===== src/credit_fifo.sv =====
`timescale 1ns/10ps
`default_nettype none

module credit_fifo #(
  parameter type payload_t = logic [7:0],
  parameter int  DEPTH     = 4
) (
  input  logic     _select,
  input  logic     sck,
  input  logic     push,
  input  payload_t push_data,
  input  logic     pop,
  output payload_t pop_data,
  output logic     empty,
  output logic     full
);

  typedef logic [$clog2(DEPTH)-1:0]   ptr_t;
  typedef logic [$clog2(DEPTH+1)-1:0] count_t;

  payload_t slots [DEPTH];
  ptr_t     wr_ptr;
  ptr_t     rd_ptr;
  count_t   count;
  logic     do_push;
  logic     do_pop;

  // Pointers wrap at DEPTH, which need not be a power of two.
  function automatic ptr_t next_ptr(input ptr_t ptr);
    return (ptr == ptr_t'(DEPTH - 1)) ? '0 : ptr + 1'b1;
  endfunction

  assign empty    = (count == '0);
  assign full     = (count == count_t'(DEPTH));
  assign do_push  = push && !full;
  assign do_pop   = pop && !empty;

  // The head entry is visible without a pop.
  assign pop_data = slots[rd_ptr];

  always_ff @(posedge _select or negedge sck) begin
    if (!sck) begin
      wr_ptr <= '0;
      rd_ptr <= '0;
      count  <= '0;
    end else begin
      if (do_push) begin
        wr_ptr <= next_ptr(wr_ptr);
      end
      if (do_pop) begin
        rd_ptr <= next_ptr(rd_ptr);
      end
      if (do_push && !do_pop) begin
        count <= count + 1'b1;
      end else if (do_pop && !do_push) begin
        count <= count - 1'b1;
      end
    end
  end

  always_ff @(posedge _select) begin
    if (do_push) begin
      slots[wr_ptr] <= push_data;
    end
  end

endmodule

`default_nettype wire


===== config.mk =====
export PLATFORM = sky130hd
export DESIGN_NAME = credit_fifo
export DESIGN_NICKNAME = d
export VERILOG_FILES = /design/src/credit_fifo.sv
export SDC_FILE = /design/constraint.sdc
export NUM_CORES = 1
export LEC_CHECK = 0
export BUFFER_PORTS_ARGS = -buffer_cell sky130_fd_sc_hd__buf_2
export CAP_MARGIN = 20
export CORE_MARGIN = 3
export CORE_UTILIZATION = 50
export CTS_CLUSTER_DIAMETER = 50
export DETAILED_ROUTE_END_ITERATION = 12
export PLACE_DENSITY = 0.74
export RECOVER_POWER = 25
export SLEW_MARGIN = 20
export SYNTH_ARGS = -nofsm -noshare
export SYNTH_HDL_FRONTEND = slang
export SYNTH_SLANG_ARGS = --single-unit

===== constraint.sdc =====
create_clock -name _select -period 1.9 [get_ports _select]
set_clock_uncertainty 0.2 [all_clocks]
set_input_delay 0.19 -clock _select [delete_from_list [all_inputs] [get_ports _select]]
set_output_delay 0.19 -clock _select [all_outputs]
set_load 0.03 [all_outputs]

==> flow_metrics.tcl <==
set metrics [dict create \
    status "finished, violations left" \
    violations "negative setup slack" \
    rsz0062_at_grt "yes" \
    syn2layout_area_growth_pct 36.66 \
    fp.dieW_um 62.88 \
    slew_headroom_pct 71.40 \
    rows 20 \
    ys_top_cells_by_count "edfxtp_1 (32), mux4_2 (8), dfrtp_1 (7)" \
    cts.path.max_buffers 2 \
    dieArea_sq_um 3954 \
    regArea_sq_um 1139 \
    post-synth-top-count-cell "edfxtp_1" \
    core_region_area_sq_um 3078 \
    rr_startpoint "count[1]" \
    cts_buffers 5 \
    hold_path_class "in2reg" \
    reg2reg_slack_ps -130 \
    synth_area_leader_cell "edfxtp_1" \
    ant_nets 0 \
    synthArstFlopShare_pct 17.95 \
    syn-num-nets 98 \
    grt_antenna_before_repair 0 \
    io_pins 22 \
    power.density_nw_per_um2 1625 \
    clock_sinks 39 \
    critical_path_peak_fanout 4 \
    setup_slack_ps -129.6 \
    ys.flop_type "edfxtp_1" \
    ys_warn_count 0 \
    firstDrtPassIters 4 \
    port_buffers 21 \
    cts_tree "yes" \
    die_h_um 62.88 \
    worstHoldStart "pop" \
    drc 0 \
    synth_edf_count 32 \
    synthesis.area_sq_um 1618 \
    cp-end-kind "flip-flop" \
    synth.avg_cell_area_sq_um 20.48 \
    cp-startpoint "count[1]" \
    h-tree-depth 2 \
    drive_gt1_share_pct 47.01 \
    crit_required_ps 1940 \
    fin_crit_sh_pct 106.8 \
    yosysTopAreaCellShare_pct 59.40 \
    drt-wirelength-per-cell_um 15.88 \
    fillers 202 \
    first_global_vias 970 \
    finalSetupTns_ps -538.3 \
    via_count 864 \
    root_buffer "clkbuf_4" \
    final_net_count 152 \
    synth_seq_cells 39 \
    synth_seq_area_share_pct 70.22 \
    avgViaCountPerCell 4.854 \
    drt_wl_total_um 2827 \
    grt_usage_pct 17.10 \
    gp_congestion 0.7835 \
    max_clock_freq_mhz 492.7 \
    netlist_top_cells_area "edfxtp_1 (59%), mux4_2 (11%), dfrtp_1 (11%), ha_1 (4.6%), mux2_4 (3.7%)" \
    leakage_uw 0.0008613 \
    grt_max_degree 14 \
    fin_crit_ps 2030 \
    worstPathArrival_ps 2070 \
    drv_slew 0 \
    antennaDiodeCount 0 \
    worst_pin_slew_ps 429.0 \
    dp_hpwl_um 1838 \
    vdd_drop_max_mv 0.9762 \
    insertion_delay_ps 340 \
    dp_slack_ps -123.0 \
    final-hold-violation-count 0 \
    drtIter0Drc 47 \
    initial_core_util_pct 52.56 \
    synthCells 79 \
    clk_pin_slew_ps 110 \
    setup_viol 10 \
    grt_pass1_wl_um 4788 \
    critPathLaunchType "flip-flop" \
    synth_cell_types 19 \
    multi_input_area_sq_um 491.7 \
    crit_type "reg2reg" \
    grt-ovfl-total 0 \
    drv_cap 0 \
]
report_power, final:
group          total (uW)  switching (uW)  internal [uW]
registers            1320             163           1160
clock network         554             277            277
logic                1720             757            959
total                3590            1200           2400
cells in the final DEF (no fill, tap or decap), types with 3 or more instances in the layout:
cell type / count
edfxtp_1: 32
buf_4: 14
dlygate4sd3_1: 10
mux4_2: 8
buf_6: 8
buf_2: 7
clkbuf_1: 6
mux2_4: 5
ha_1: 5
clkbuf_4: 5
dfrtp_1: 5
nor2_1: 4
buf_12: 4
and2_1: 3
per-stage QoR:
| stage | instances | instance area, sq um | total power [uW] | util (%) | hold WS, ps |
|---|---|---|---|---|---|
| global route | 178 | 2211 | 3812 | 71.83 | 63.07 |
| global placement | 154 | 1937 | 2729 | 62.93 | -168.2 |
| detailed placement | 154 | 1937 | 2791 | 62.93 | -162.8 |
| CTS | 177 | 2207 | 3596 | 71.71 | 44.60 |
| floorplan | 79 | 1645 | 2273 | - | -305.6 |
| finish | 178 | 2211 | 3593 | 71.83 | 77.50 |
state kept, by name, indices dropped and copies added, names as in the netlist:
name / cells
count: 3
wr_ptr: 2
rd_ptr: 2
slots: 32
worst paths after layout:
| check | end | cells past startpoint |
|---|---|---|
| worst max-delay path | count[1] | 6 |
| worst min-delay path | count[0] | 4 |
| worst max register to register | count[1] | 6 |
| worst min register to register | wr_ptr[1] | 1 |
| max in group asynchronous | count[0] | 3 |
| min in group asynchronous | rd_ptr[0] | 3 |
timing repair:
item                                   CTS  global route
endpoints found under the hold margin   39             0
pin swaps                                2             1
hold buffers                            10             0
resized for setup                       17             1
gates cloned                             0             0
setup endpoints to repair               10            10
setup buffers                            5             1
critical path, stage by stage, from the launching register on:
cell,delay (ps)
dfrtp_2,470
nor3b_4,260
nor2b_4,80
ha_4,170
inv_2,50
fa_2,430
mux2_4,280
area by class of cell:
cell class                      instances  area share (%)
Clock buffer                            5           1.698
Tap cell                               44           2.490
Multi-Input combinational cell         35           22.24
Inverter                                3          0.5093
Timing Repair Buffer                   49           19.58
Sequential cell                        39           51.50
Clock inverter                          3           1.981
per-layer routing:
layer | GRT usage [%] | part of all wire [%] | vias up
met3 | 5.755 | 5.5 | 7
met5 | 0 | 0 | -
li1 | - | - | 412
met1 | 18.84 | 39 | 419
met4 | 8.264 | 2.3 | 0
met2 | 29.38 | 53 | 26
kinds of logic (layout without fill, tap and decap cells):
family	Yosys count	count (layout)	share of synthesized area [%]
DFF	39	39	70.22
and+or+nand+nor	12	12	5.490
xor gates and xnor gates	3	3	1.624
adders and majority gates	7	7	5.878
muxes	13	13	15.55
buffers and inverters	5	60	1.237
(Power assumes the default switching activity.)
