$ cat config.mk
export PLATFORM = sky130hd
export DESIGN_NAME = spi_shift_port_flat
export DESIGN_NICKNAME = d
export VERILOG_FILES = /design/src/spi_mem_pkg.sv /design/src/spi_byte_if.sv /design/src/spi_shift_port.sv /design/src/flat_wrapper.sv
export SDC_FILE = /design/constraint.sdc
export NUM_CORES = 1
export LEC_CHECK = 0
export BUFFER_PORTS_ARGS = -buffer_cell sky130_fd_sc_hd__buf_2
export CAP_MARGIN = 25
export CORE_MARGIN = 2
export CORE_UTILIZATION = 52
export CTS_CLUSTER_DIAMETER = 150
export DETAILED_ROUTE_END_ITERATION = 6
export PLACE_DENSITY = 0.8
export SYNTH_ARGS = -nofsm -noshare
export SYNTH_HDL_FRONTEND = slang
export SYNTH_SLANG_ARGS = --single-unit
$ cat constraint.sdc
create_clock -name _select -period 2.2 [get_ports _select]
set_input_delay 0 -clock _select [delete_from_list [all_inputs] [get_ports _select]]
set_output_delay 0 -clock _select [all_outputs]
set_load 0.02 [all_outputs]
$ cat src/spi_mem_pkg.sv
`default_nettype none

package spi_mem_pkg;

  // Bits in one SPI byte and in one memory address.
  localparam int BYTE_WIDTH = 8;
  localparam int ADDR_WIDTH = 15;

  // The memory holds one byte per address, 32 KiB in all.
  localparam int MEM_DEPTH = 32768;

  // The request FIFO depth is also the number of credits the sequencer
  // owns after reset, so the request FIFO can never overflow.
  localparam int REQ_DEPTH = 4;
  localparam int RSP_DEPTH = 2;

  // Wide enough to hold the full credit count of REQ_DEPTH.
  localparam int CREDIT_WIDTH = 3;

  typedef logic [BYTE_WIDTH-1:0] byte_t;
  typedef logic [ADDR_WIDTH-1:0] addr_t;

  // One memory access.
  // The write data field is ignored for reads.
  typedef struct packed {
    logic  write;
    addr_t addr;
    byte_t wdata;
  } mem_req_t;

  // Read data returned for one read request.
  typedef struct packed {
    byte_t rdata;
  } mem_rsp_t;

  // Frame position: two address bytes, then data bytes in one direction.
  typedef enum logic [1:0] {
    ADDR_LO,
    ADDR_HI,
    DATA_READ,
    DATA_WRITE
  } seq_state_t;

endpackage

`default_nettype wire
$ cat src/spi_byte_if.sv
`timescale 1ns/10ps
`default_nettype none

interface spi_byte_if;
  import spi_mem_pkg::*;

  // Frame events, decoded from chip select by the serial port.
  logic  frame_start;
  logic  frame_active;

  // A received byte, valid for one cycle.
  logic  rx_valid;
  byte_t rx_byte;

  // The next byte to send.
  // It is loaded by the sequencer and picked up by the port at the byte boundary.
  logic  tx_load;
  byte_t tx_byte;

  // Marks the first falling SCLK edge of every byte.
  logic  byte_start;

  modport port_side (
    output frame_start, frame_active, rx_valid, rx_byte, byte_start,
    input  tx_load, tx_byte
  );

  modport seq_side (
    input  frame_start, frame_active, rx_valid, rx_byte, byte_start,
    output tx_load, tx_byte
  );

endinterface

`default_nettype wire

$ cat src/spi_shift_port.sv
`timescale 1ns/10ps
`default_nettype none

module spi_shift_port (
  input  logic _select,
  input  logic sck,
  input  logic spi_sclk,
  input  logic spi_cs_n,
  input  logic spi_mosi,
  output logic spi_miso,
  output logic spi_miso_oe,
  spi_byte_if.port_side bus
);
  import spi_mem_pkg::*;

  // Two synchronizer flops per pin.
  // SCLK and chip select keep a third flop so edges can be seen.
  logic [2:0] sclk_sync;
  logic [2:0] cs_n_sync;
  logic [1:0] mosi_sync;

  logic sclk_rise;
  logic sclk_fall;

  // Counts rising edges within the current byte and wraps after eight.
  logic [2:0] bit_cnt;

  byte_t rx_shift;
  byte_t tx_hold;
  byte_t tx_shift;

  always_ff @(posedge _select or negedge sck) begin
    if (!sck) begin
      sclk_sync <= '0;
      cs_n_sync <= '1;
      mosi_sync <= '0;
    end else begin
      sclk_sync <= {sclk_sync[1:0], spi_sclk};
      cs_n_sync <= {cs_n_sync[1:0], spi_cs_n};
      mosi_sync <= {mosi_sync[0], spi_mosi};
    end
  end

  assign sclk_rise = sclk_sync[1] & ~sclk_sync[2];
  assign sclk_fall = ~sclk_sync[1] & sclk_sync[2];

  // Chip select is active low.
  // The frame starts on the first synchronized low sample.
  assign bus.frame_active = ~cs_n_sync[1];
  assign bus.frame_start  = ~cs_n_sync[1] & cs_n_sync[2];

  // MISO is only driven while the frame is active.
  assign spi_miso_oe = ~cs_n_sync[1];
  assign spi_miso    = tx_shift[BYTE_WIDTH-1];

  always_ff @(posedge _select or negedge sck) begin
    if (!sck) begin
      bit_cnt        <= '0;
      bus.rx_valid   <= 1'b0;
      bus.byte_start <= 1'b0;
      tx_hold        <= '0;
      tx_shift       <= '0;
    end else if (!bus.frame_active) begin
      // Chip select high drops any partial byte and parks MISO at zero.
      bit_cnt        <= '0;
      bus.rx_valid   <= 1'b0;
      bus.byte_start <= 1'b0;
      tx_hold        <= '0;
      tx_shift       <= '0;
    end else begin
      bus.rx_valid   <= sclk_rise && (bit_cnt == 3'd7);
      bus.byte_start <= sclk_fall && (bit_cnt == 3'd1);
      if (sclk_rise) begin
        bit_cnt <= bit_cnt + 3'd1;
      end
      if (bus.tx_load) begin
        tx_hold <= bus.tx_byte;
      end
      // In mode 0 the MSB of the next byte must be on MISO before that byte's
      // first rising edge.
      // The falling edge that closes a byte therefore loads the held byte.
      if (sclk_fall) begin
        if (bit_cnt == 3'd0) begin
          tx_shift <= tx_hold;
        end else begin
          tx_shift <= {tx_shift[BYTE_WIDTH-2:0], 1'b0};
        end
      end
    end
  end

  // MOSI is sampled MSB first on each rising SCLK edge.
  always_ff @(posedge _select) begin
    if (bus.frame_active && sclk_rise) begin
      rx_shift <= {rx_shift[BYTE_WIDTH-2:0], mosi_sync[1]};
      if (bit_cnt == 3'd7) begin
        bus.rx_byte <= {rx_shift[BYTE_WIDTH-2:0], mosi_sync[1]};
      end
    end
  end

endmodule

`default_nettype wire

$ cat src/flat_wrapper.sv
// flat-port wrapper written by rule: the top's interface ports become plain ports
module spi_shift_port_flat import spi_mem_pkg::*;
  (_select, sck, spi_sclk, spi_cs_n, spi_mosi, spi_miso, spi_miso_oe, bus_frame_start, bus_frame_active, bus_rx_valid, bus_rx_byte, bus_byte_start, bus_tx_load, bus_tx_byte);
  spi_byte_if bus_i ();
  input  logic _select;
  input  logic sck;
  input  logic spi_sclk;
  input  logic spi_cs_n;
  input  logic spi_mosi;
  output logic spi_miso;
  output logic spi_miso_oe;
  output wire logic [$bits(bus_i.frame_start)-1:0] bus_frame_start;
  output wire logic [$bits(bus_i.frame_active)-1:0] bus_frame_active;
  output wire logic [$bits(bus_i.rx_valid)-1:0] bus_rx_valid;
  output wire logic [$bits(bus_i.rx_byte)-1:0] bus_rx_byte;
  output wire logic [$bits(bus_i.byte_start)-1:0] bus_byte_start;
  input wire logic [$bits(bus_i.tx_load)-1:0] bus_tx_load;
  input wire logic [$bits(bus_i.tx_byte)-1:0] bus_tx_byte;
  assign bus_frame_start = bus_i.frame_start;
  assign bus_frame_active = bus_i.frame_active;
  assign bus_rx_valid = bus_i.rx_valid;
  assign bus_rx_byte = bus_i.rx_byte;
  assign bus_byte_start = bus_i.byte_start;
  assign bus_i.tx_load = bus_tx_load;
  assign bus_i.tx_byte = bus_tx_byte;
  spi_shift_port u_core (._select(_select), .sck(sck), .spi_sclk(spi_sclk), .spi_cs_n(spi_cs_n), .spi_mosi(spi_mosi), .spi_miso(spi_miso), .spi_miso_oe(spi_miso_oe), .bus(bus_i));
endmodule
==> flow_summary_export.csv <==
group,metric,value,unit
sta,setup_viol,0,
placed_design,buffer_ports.inserted,27,
grt,antenna_found_initial,0,
route,vias,916,
sta,clock_skew,0.00702,ns
placed_design,place_ws,0.303,ns
route,drt-vias-per-instance,4.82,
setup_path,critPathSlowestCell,"nor2_1",
setup_path,reg2reg_from,"u_core.sclk_sync[2]",
clock_network,cts.repair.resized,0,
logic_synthesis,dominantRegCellSynth,"dfrtp_1",
setup_path,cell_breakdown_of_the_critical_path,"nand2b_4, nor2_1, and2_1",
sta,layout_worst_path_cycle_share,86.9,%
logic_synthesis,yosysSeqAreaShare,71.7,%
outcome,outcome,"finished clean",
grt,grt_first_pass_wirelength,4.23,mm
grt,grt_pass1_vias,924,
logic_synthesis,synthesis.yosys.warnings,0,
setup_path,worst-endpoint-arrival,1.94,ns
clock_network,worst_setup_hold_path_clk_slew,0.12,ns
clock_network,clockRootBuffer,"clkbuf_4",
clock_network,post_cts_hold_buffers,12,
clock_network,cts_max_path_buffers,2,
sta,achievable_freq,0.523,GHz
floorplanning,std_cell_rows,20,
finish,fin_nets,163,
logic_synthesis,leading_area_contributor_after_synthesis,"dfrtp_1",
floorplanning,floorplan.die.width,60.3,um
logic_synthesis,synthDistinctLibCells,21,
hold_path,hold_class,"input port to register",
placed_design,gp_congestion,0.700,
floorplanning,core_region_area,0.00303,mm2
setup_path,critPathMaxStageDelay,0.51,ns
logic_synthesis,number_of_nets_produced_by_synthesis,121,
sta,finalSetupTns,0,ns
setup_path,setup.worst_path.class,"register to register",
route,routed_wire_length_per_instance,13.6,um
logic_synthesis,ys_async_sr_fraction,65.9,%
logic_synthesis,synth_cells,103,
setup_path,worst_setup_path_start,"u_core.sclk_sync[2]",
sta,worst_slack,0.289,ns
logic_synthesis,synth.ff_latch_count,44,
pwr,fin_total_pwr,1.49,mW
clock_network,level_count_of_the_clock_h_tree,2,
setup_path,cp.buffers_inverters,0,
route,routed_wl,2.58,mm
sta,setup_repair_after_global_routing_missed_its_margin,"no",
route,final_antenna_net_count,0,
setup_path,worst_path_dominant_cell_family,"simple AND/OR/NAND/NOR gates",
hold_path,start_point_of_the_worst_min_delay_path,"bus_tx_load",
logic_synthesis,number_of_enable_type_register_cells_in_the_synthesized_netlist,15,
finish,area_growth,21.7,%
clock_network,cts.sink_count,44,
route,route.detailed.drc,0,
sta,finalMaxSlewViolations,0,
route,detailedRoute.firstIterationViolations,24,
setup_path,setup.worst_path.end_class,"register",
clock_network,cts_tree,"done",
pwr,pwr_density_cell,741,mW/mm2
floorplanning,initial_standard_cell_utilization_of_the_core,54.4,%
clock_network,worst_skew_pair.late_latency,0.35,ns
setup_path,start_kind,"register",
floorplanning,design.die.area,0.00363,mm2
grt,grt_remaining_overflow,0,
finish,final_layout_size_suffix_gt1_share,28.8,%
finish,num-fill-cells,220,
clock_network,post-cts-setup-buffer-count,0,
setup_path,critical_path_peak_fanout,9,
sta,max_slew_margin,56.5,%
placed_design,hpwlAfterDp,1.66,mm
sta,max_slew.worst_pin.slew,0.650,ns
logic_synthesis,post_synth_instance_area,0.00165,mm2
finish,antennaDiodeCount,0,
grt,globalRouteTotalUtil,17.0,%
pwr,total_leakage_power,0.943,nW
grt,pin_count_of_the_biggest_net_entering_global_routing,30,
flow_run,cap_viol_max_count,0,
logic_synthesis,syn_area_per_cell,16.0,um2
pwr,ir_drop,0.000377,V
sta,final_period_minus_worst_setup_slack,1.91,ns
floorplanning,i_o_pins,28,
sta,fin_worst_hold_slack,0.0752,ns
route,drt_first_pass_iters,4,
logic_synthesis,post_synth_main_area_contributors,"dfrtp_1 40%, edfxtp_1 27%, mux2i_1 10%",
sta,timing.final.hold_violations,0,
logic_synthesis,netlist.area_leader.share,39.5,%
floorplanning,die_h,60.3,um
clock_network,cts_made_buffers,5,
setup_path,cp.required,2.22,ns
[flip-flops by register name, indices dropped and copies added, names as in the netlist]
register	cells
u_core.cs_n_sync	3
u_core.mosi_sync	2
u_core.bus.rx_byte	8
u_core.bus.rx_valid	1
u_core.bit_cnt	3
u_core.tx_hold	8
u_core.bus.byte_start	1
u_core.sclk_sync	3
u_core.tx_shift	8
u_core.rx_shift	7
[worst paths after layout]
kind | to | slack (ns) | depth (start not counted)
worst min register to register | u_core.sclk_sync[1] | 0.36 | 0
worst max-delay path | u_core.bus.rx_byte[0] | 0.29 | 3
worst max register to register | u_core.bus.rx_byte[0] | 0.29 | 3
min in group asynchronous | u_core.tx_shift[6] | 0.18 | 2
max in group asynchronous | u_core.mosi_sync[1] | 1.62 | 2
worst min-delay path | u_core.tx_hold[3] | 0.08 | 3
[layout make-up]
type | instances | area (um2) | share of cell area, %
clock inverter | 2 | 35.0 | 1.75
tap | 44 | 55.1 | 2.75
timing repair buffer | 39 | 255 | 12.7
sequential | 44 | 1180 | 58.9
multi-input combinational | 51 | 423 | 21.1
clock buffer | 6 | 41.3 | 2.06
inverter | 4 | 15.0 | 0.749
[per-stage QoR]
stage | area, um2 | util [%] | instances
final | 2000 | 66.2 | 190
after global routing | 2000 | 66.2 | 190
after CTS | 2000 | 66.2 | 190
after detailed placement | 1810 | 59.7 | 170
after global placement | 1810 | 59.7 | 170
after floorplan | 1650 | - | 103
[placed cells by master (no fill, tap or decap), types with 2 or more instances in the layout]
cell type	instances
and2_1	2
buf_2	27
clkbuf_4	5
dfrtp_1	26
dfstp_2	3
dlygate4sd3_1	12
edfxtp_1	15
ha_1	4
inv_1	3
mux2i_1	17
nor2_1	12
o2bb2ai_1	8
[cells in the mapped netlist (2+ instances only)]
cell type,count
mux2i_1,17
dfrtp_1,26
and2_1,2
ha_1,4
buf_2,2
nor2_1,12
dfstp_2,3
edfxtp_1,15
inv_1,3
o2bb2ai_1,8
[logic make-up (layout without fill, tap and decap cells)]
logic type	after synthesis	count (layout)	synth area share, %
AO/OA/AOI/OAI	9	9	5.24
XOR/XNOR	1	1	0.532
AND/OR/NAND/NOR	20	20	6.53
adder cells (fa/ha/maj)	4	4	3.04
buffers and inverters	8	51	2.66
flip-flops	44	44	71.7
multiplexers	17	17	10.3
[power by group]
group / switching [mW] / total [mW] / internal, mW / leakage, nW
combinational: 0.0576 / 0.112 / 0.0547 / 0.389
clock: 0.243 / 0.481 / 0.238 / 0.0422
sequential: 0.0194 / 0.892 / 0.873 / 0.512
[tightest hold or removal path: stages]
cell	delay, ns
buf_2	0.18
mux2i_1	0.17
nor2_1	0.05
[per-layer routing]
metal	GRT usage, %	routed length, um	up-vias
li1	-	-	443
met1	22.0	1190	445
met2	25.2	1250	24
met3	4.55	79	4
met4	11.4	57	0
met5	0	0	-
Power figures use the tool's default switching activity.
