--- src/spi_mem_pkg.sv ---
`default_nettype none

package spi_mem_pkg;

  // Bits in one SPI byte and in one memory address.
  localparam int BYTE_WIDTH = 8;
  localparam int ADDR_WIDTH = 15;

  // The memory holds one byte per address, 32 KiB in all.
  localparam int MEM_DEPTH = 32768;

  // The request FIFO depth is also the number of credits the sequencer
  // owns after reset, so the request FIFO can never overflow.
  localparam int REQ_DEPTH = 4;
  localparam int RSP_DEPTH = 2;

  // Wide enough to hold the full credit count of REQ_DEPTH.
  localparam int CREDIT_WIDTH = 3;

  typedef logic [BYTE_WIDTH-1:0] byte_t;
  typedef logic [ADDR_WIDTH-1:0] addr_t;

  // One memory access.
  // The write data field is ignored for reads.
  typedef struct packed {
    logic  write;
    addr_t addr;
    byte_t wdata;
  } mem_req_t;

  // Read data returned for one read request.
  typedef struct packed {
    byte_t rdata;
  } mem_rsp_t;

  // Frame position: two address bytes, then data bytes in one direction.
  typedef enum logic [1:0] {
    ADDR_LO,
    ADDR_HI,
    DATA_READ,
    DATA_WRITE
  } seq_state_t;

endpackage

`default_nettype wire
--- src/spi_byte_if.sv ---
`timescale 1ns/10ps
`default_nettype none

interface spi_byte_if;
  import spi_mem_pkg::*;

  // Frame events, decoded from chip select by the serial port.
  logic  frame_start;
  logic  frame_active;

  // A received byte, valid for one cycle.
  logic  rx_valid;
  byte_t rx_byte;

  // The next byte to send.
  // It is loaded by the sequencer and picked up by the port at the byte boundary.
  logic  tx_load;
  byte_t tx_byte;

  // Marks the first falling SCLK edge of every byte.
  logic  byte_start;

  modport port_side (
    output frame_start, frame_active, rx_valid, rx_byte, byte_start,
    input  tx_load, tx_byte
  );

  modport seq_side (
    input  frame_start, frame_active, rx_valid, rx_byte, byte_start,
    output tx_load, tx_byte
  );

endinterface

`default_nettype wire

--- src/spi_mem_sequencer.sv ---
`timescale 1ns/10ps
`default_nettype none

module spi_mem_sequencer (
  input  logic                  _select,
  input  logic                  sck,
  spi_byte_if.seq_side          bus,
  output logic                  req_push,
  output spi_mem_pkg::mem_req_t req_data,
  input  logic                  credit_return,
  output logic                  rsp_pop,
  input  spi_mem_pkg::mem_rsp_t rsp_data,
  input  logic                  rsp_valid
);
  import spi_mem_pkg::*;

  seq_state_t state;

  // Address of the data byte now being transferred.
  addr_t addr;

  // Credits left for the request FIFO.
  logic [CREDIT_WIDTH-1:0] credit_cnt;
  logic has_credit;

  // One-entry holding register for a write waiting on a credit.
  logic     hold_valid;
  mem_req_t hold_req;
  logic     wr_capture;

  logic  read_req;
  addr_t read_addr;

  assign has_credit = (credit_cnt != '0);
  assign wr_capture = bus.rx_valid && (state == DATA_WRITE);

  // The first read goes out as soon as the high address byte arrives with the
  // read bit clear.
  // Each later read fetches the byte after the one now on the wire, at the
  // start of that byte, so MISO data is ready a full byte ahead.
  assign read_req = (bus.rx_valid && (state == ADDR_HI) && !bus.rx_byte[BYTE_WIDTH-1]) ||
                    (bus.byte_start && (state == DATA_READ));

  assign read_addr = (state == ADDR_HI) ? {bus.rx_byte[BYTE_WIDTH-2:0], addr[BYTE_WIDTH-1:0]}
                                        : addr + 1'b1;

  // A frame runs in one direction, so a held write and a read never compete.
  // Read mode keeps a single request outstanding and always has a credit.
  assign req_push = has_credit && (hold_valid || read_req);

  always_comb begin
    if (hold_valid) begin
      req_data = hold_req;
    end else begin
      req_data.write = 1'b0;
      req_data.addr  = read_addr;
      req_data.wdata = '0;
    end
  end

  // Read data is taken as soon as it shows up.
  // Data that lands after the frame has closed is thrown away.
  assign rsp_pop     = rsp_valid;
  assign bus.tx_load = rsp_valid && bus.frame_active;
  assign bus.tx_byte = rsp_data.rdata;

  always_ff @(posedge _select or negedge sck) begin
    if (!sck) begin
      state      <= ADDR_LO;
      addr       <= '0;
      hold_valid <= 1'b0;
      credit_cnt <= CREDIT_WIDTH'(REQ_DEPTH);
    end else begin
      credit_cnt <= credit_cnt - CREDIT_WIDTH'(req_push) + CREDIT_WIDTH'(credit_return);

      if (hold_valid && has_credit) begin
        hold_valid <= 1'b0;
      end

      if (bus.frame_start) begin
        state <= ADDR_LO;
      end else if (bus.rx_valid) begin
        case (state)
          ADDR_LO: begin
            addr[BYTE_WIDTH-1:0] <= bus.rx_byte;
            state                <= ADDR_HI;
          end
          ADDR_HI: begin
            // The top bit is the direction flag and is not part of the address.
            addr[ADDR_WIDTH-1:BYTE_WIDTH] <= bus.rx_byte[BYTE_WIDTH-2:0];
            state <= bus.rx_byte[BYTE_WIDTH-1] ? DATA_WRITE : DATA_READ;
          end
          DATA_WRITE: begin
            hold_valid <= 1'b1;
            addr       <= addr + 1'b1;
          end
          default: begin
            // Read data bytes from the master are ignored.
            addr <= addr + 1'b1;
          end
        endcase
      end
    end
  end

  always_ff @(posedge _select) begin
    if (wr_capture) begin
      hold_req.write <= 1'b1;
      hold_req.addr  <= addr;
      hold_req.wdata <= bus.rx_byte;
    end
  end

endmodule

`default_nettype wire

--- src/flat_wrapper.sv ---
// flat-port wrapper written by rule: the top's interface ports become plain ports
module spi_mem_sequencer_flat import spi_mem_pkg::*;
  (_select, sck, req_push, req_data, credit_return, rsp_pop, rsp_data, rsp_valid, bus_frame_start, bus_frame_active, bus_rx_valid, bus_rx_byte, bus_byte_start, bus_tx_load, bus_tx_byte);
  spi_byte_if bus_i ();
  input  logic _select;
  input  logic sck;
  output logic req_push;
  output spi_mem_pkg::mem_req_t req_data;
  input  logic credit_return;
  output logic rsp_pop;
  input  spi_mem_pkg::mem_rsp_t rsp_data;
  input  logic rsp_valid;
  input wire logic [$bits(bus_i.frame_start)-1:0] bus_frame_start;
  input wire logic [$bits(bus_i.frame_active)-1:0] bus_frame_active;
  input wire logic [$bits(bus_i.rx_valid)-1:0] bus_rx_valid;
  input wire logic [$bits(bus_i.rx_byte)-1:0] bus_rx_byte;
  input wire logic [$bits(bus_i.byte_start)-1:0] bus_byte_start;
  output wire logic [$bits(bus_i.tx_load)-1:0] bus_tx_load;
  output wire logic [$bits(bus_i.tx_byte)-1:0] bus_tx_byte;
  assign bus_i.frame_start = bus_frame_start;
  assign bus_i.frame_active = bus_frame_active;
  assign bus_i.rx_valid = bus_rx_valid;
  assign bus_i.rx_byte = bus_rx_byte;
  assign bus_i.byte_start = bus_byte_start;
  assign bus_tx_load = bus_i.tx_load;
  assign bus_tx_byte = bus_i.tx_byte;
  spi_mem_sequencer u_core (._select(_select), .sck(sck), .bus(bus_i), .req_push(req_push), .req_data(req_data), .credit_return(credit_return), .rsp_pop(rsp_pop), .rsp_data(rsp_data), .rsp_valid(rsp_valid));
endmodule
--- config.mk ---
export PLATFORM = sky130hd
export DESIGN_NAME = spi_mem_sequencer_flat
export DESIGN_NICKNAME = d
export VERILOG_FILES = /design/src/spi_mem_pkg.sv /design/src/spi_byte_if.sv /design/src/spi_mem_sequencer.sv /design/src/flat_wrapper.sv
export SDC_FILE = /design/constraint.sdc
export NUM_CORES = 1
export LEC_CHECK = 0
export ABC_AREA = 1
export BUFFER_PORTS_ARGS = -buffer_cell sky130_fd_sc_hd__buf_2
export CORE_ASPECT_RATIO = 0.8
export CORE_MARGIN = 2
export CORE_UTILIZATION = 55
export CTS_CLUSTER_DIAMETER = 200
export CTS_CLUSTER_SIZE = 24
export DETAILED_ROUTE_END_ITERATION = 6
export PLACE_DENSITY_LB_ADDON = 0.25
export SYNTH_ARGS = -nofsm -noshare
export SYNTH_HDL_FRONTEND = slang
export SYNTH_SLANG_ARGS = --single-unit
--- constraint.sdc ---
create_clock -name _select -period 5.6 [get_ports _select]
set_clock_uncertainty 0.2 [all_clocks]
set_input_delay 0.84 -clock _select [delete_from_list [all_inputs] [get_ports _select]]
set_output_delay 0.84 -clock _select [all_outputs]
set_load 0.05 [all_outputs]
==> impl_summary.md <==
Power
The leakage power of the design is 1.341 nW. The power per cell area is 389.1 mW/mm². The peak supply drop is 0.2638 mV.

Routing
In the final routed layout, each cell accounts on average for 13.16 µm. For this run, the detailed router's first-pass iteration total came to 5. Wires add up to 5.131 mm.

The detailed-route via count is 2044. The remaining number of nets flagged by the antenna check after routing is 0. For this run, design rule violations remaining after detail routing come to 0. The via density per instance is 5.241.

For this block, the initial DRC count from the detailed router was 117.

Global routing
Global routing used 34.83% of the available met2 tracks. The number of global-route vias before repair is 1895. Global routing used 30.88% of the available met1 tracks. The global-route wire length before repair is 8.597 mm. Global routing finished with a remaining overflow of 0. The number of antenna violations at the first check in global routing is 0.

The global-route layer with the greatest usage is met2. The total routing usage reported by global routing is 22.08%. The pin count of the biggest net entering global routing is 25.

The global-route track usage on met3 is 5.650%.

Timing
The share of the cycle needed by the critical path after routing is 64.93%. The minimum period implied by the final worst setup slack is 3.636 ns. Based on the critical path, the design can be clocked at up to 275.0 MHz. For the pin with the worst max-slew slack, the measured transition is 1.287 ns.

Setup violations remaining at the end of the flow were counted as 0. The max-slew headroom at the worst pin is 14.13%. Setup repair after global routing left no endpoint under its margin. The summed negative setup slack over all endpoints is 0 ns. Setup slack on the critical path of the routed design comes to 1.964 ns. The final hold violation count is 0. The final-report max-slew violation count was 0.

CTS
The maximum buffer depth of the clock tree is 2. The number of buffers created by CTS is 5. The clock latency on the worst-skew pair is 0.29 ns. Clock tree synthesis found a total of 44 sinks. In this run the clock root is driven by a sky130_fd_sc_hd__clkbuf_8. After clock tree synthesis, the clock-pin slew on the worst setup and hold paths is 0.08 ns.

In this run, post-CTS repair resized a total of 0 instances. TritonCTS built the clock tree. The H-tree depth is 2. Buffers added to address setup during post-CTS repair amount to 0. In this run, post-CTS hold repair placed 0 buffers.

Worst setup path
The required time at the endpoint of the critical path is 4.56 ns. The worst setup path is captured at a primary output. The critical path class is reg -> out.

Along the worst path, the maximum fanout reaches 24. The data arrival time at the worst-slack endpoint is 2.60 ns. The worst setup path is launched from a register.

Floorplanning
The chip height is 63.94 µm. The placeable core region is 0.004257 mm². Once the floorplan was initialized, standard cells occupied 58.02% of the core. The standard-cell row count is 21. The width of the chip is 78.92 µm. Pin placement for this block handled 59 I/O pins. The floorplan step defined a die boundary enclosing 0.005046 mm².

Layout
The leading cell type in the layout, fill and taps excluded is sky130_fd_sc_hd__nand2_1. After the last flow step, the layout net total stands at 360. After filler insertion, the fill cell instance count of the layout stands at 397. Once layout is complete, the utilization of the core stands at 64.05%. The area taken by flip-flops and latches is 0.001217 mm². The signed area change from the synthesized netlist to the final layout is 10.38%.

Leaving out fill and tap cells, the most frequent cells in the layout are 95 x sky130_fd_sc_hd__nand2_1, 42 x sky130_fd_sc_hd__buf_2, 36 x sky130_fd_sc_hd__inv_1. The number of antenna repair diodes is 0. The multi-input combinational cell area is 0.001002 mm². In the final layout, the share of cells above drive strength 1 is 18.62%.

The non-filler instance count after layout is 390.

Min path
In this run the worst hold path is classified as in -> async.

Place
The number of input and output port buffers inserted is 42. The HPWL after detailed placement is 3.743 mm. Including well taps, the total number of placed cells is 382. The placer's final routability congestion estimate is 0.8455.

The worst slack after detailed placement is 2.244 ns.

Status
The run finished with clean final reports.

Logic synthesis
In the synthesized netlist, the number of instances is 300. The mean instance size in the synthesized netlist is 8.233 µm². The netlist uses 30 different library cells. For this run, the number of Yosys warnings is 0. The area of the mapped netlist is 0.002470 mm². The post-synth net total is 328. For this run, the register share of the synthesized area comes to 49.29%. In this run, synthesis produced a sequential element count of 44.

Flow run
The max capacitance violation total is 0.
## worst max-delay path, cell delays in order (launching register included)
cell,delay [ns]
sky130_fd_sc_hd__dfrtp_1,0.87
sky130_fd_sc_hd__clkinv_1,0.70
sky130_fd_sc_hd__a31oi_1,0.43
sky130_fd_sc_hd__buf_2,0.32
## registers in the layout (all words and copies together), names as in the netlist
name	cells
u_core.hold_valid	1
u_core.addr	15
u_core.state	2
u_core.hold_req	23
u_core.credit_cnt	3
## cell usage after synthesis (all sizes together)
| cell type | number | area [µm²] |
|---|---|---|
| xor2 | 5 | 43.79 |
| ha | 3 | 37.54 |
| inv | 36 | 135.1 |
| o21bai | 1 | 7.510 |
| fa | 1 | 20.02 |
| or2 | 4 | 25.02 |
| nor2 | 21 | 108.9 |
| nor3 | 1 | 5.000 |
| o211ai | 5 | 37.54 |
| nand2 | 97 | 369.1 |
| edfxtp | 23 | 690.7 |
| xnor2 | 3 | 26.28 |
| nand4 | 5 | 31.28 |
| a21oi | 8 | 40.04 |
| clkinv | 2 | 7.510 |
| a22o | 1 | 8.760 |
| dfstp | 1 | 26.28 |
| nand3 | 28 | 145.1 |
| a31oi | 3 | 18.77 |
| dfrtp | 20 | 500.5 |
| o21ai | 15 | 75.07 |
| buf | 15 | 102.6 |
| clkbuf | 2 | 7.510 |
## power by group
| part | internal [mW] | switching, mW |
|---|---|---|
| sequential | 0.402 | 0.0667 |
| clock | 0.0848 | 0.103 |
| combinational | 0.116 | 0.289 |
| total | 0.603 | 0.458 |
## final timing paths
check                      slack, ns                             end                         from  cells after the start
max in group asynchronous       4.53  u_core.credit_cnt[2]$_DFF_PN1_                          sck                      1
max reg2reg                     2.39  u_core.credit_cnt[2]$_DFF_PN1_  u_core.hold_valid$_DFF_PN0_                      7
min reg2reg                     0.32   u_core.hold_req[22]$_DFFE_PP_  u_core.addr[14]$_DFFE_PN0P_                      0
min in group _select            0.32   u_core.hold_req[22]$_DFFE_PP_  u_core.addr[14]$_DFFE_PN0P_                      0
max                             1.96                        req_push  u_core.hold_valid$_DFF_PN0_                      3
min                             0.31     u_core.state[0]$_DFFE_PN0P_                          sck                      1
## per-stage QoR
stage	hold WS, ns	power, mW	instance area, µm²
final	0.3081	1.061	2726
after CTS	0.3229	1.067	2726
after detailed placement	0.3085	0.8808	2644
after global routing	0.3457	1.128	2726
after global placement	0.2957	0.8646	2644
after floorplan	0.2690	0.7947	2470
## cells by family after synthesis
group / Yosys count / synth area share (%)
buf+inv: 55 / 10.23
fa+ha+maj: 4 / 2.330
compound gates: 33 / 7.599
simple gates: 156 / 27.71
xor+xnor: 8 / 2.837
flops: 44 / 49.29
## layer usage
| layer | up-vias | part of all wire, % |
|---|---|---|
| li1 | 1027 | - |
| met2 | 73 | 45 |
| met3 | 5 | 6.8 |
| met1 | 939 | 48 |
| met5 | - | 0 |
| met4 | 0 | 0.57 |
## area by class of cell
| type | instances | share of cell area (%) |
|---|---|---|
| Multi-Input combinational cell | 201 | 36.76 |
| Tap cell | 57 | 2.616 |
| Clock inverter | 3 | 0.5048 |
| Inverter | 38 | 5.232 |
| Clock buffer | 5 | 2.524 |
| Timing Repair Buffer | 42 | 7.710 |
| Sequential cell | 44 | 44.65 |
Power figures use the tool's default switching activity.
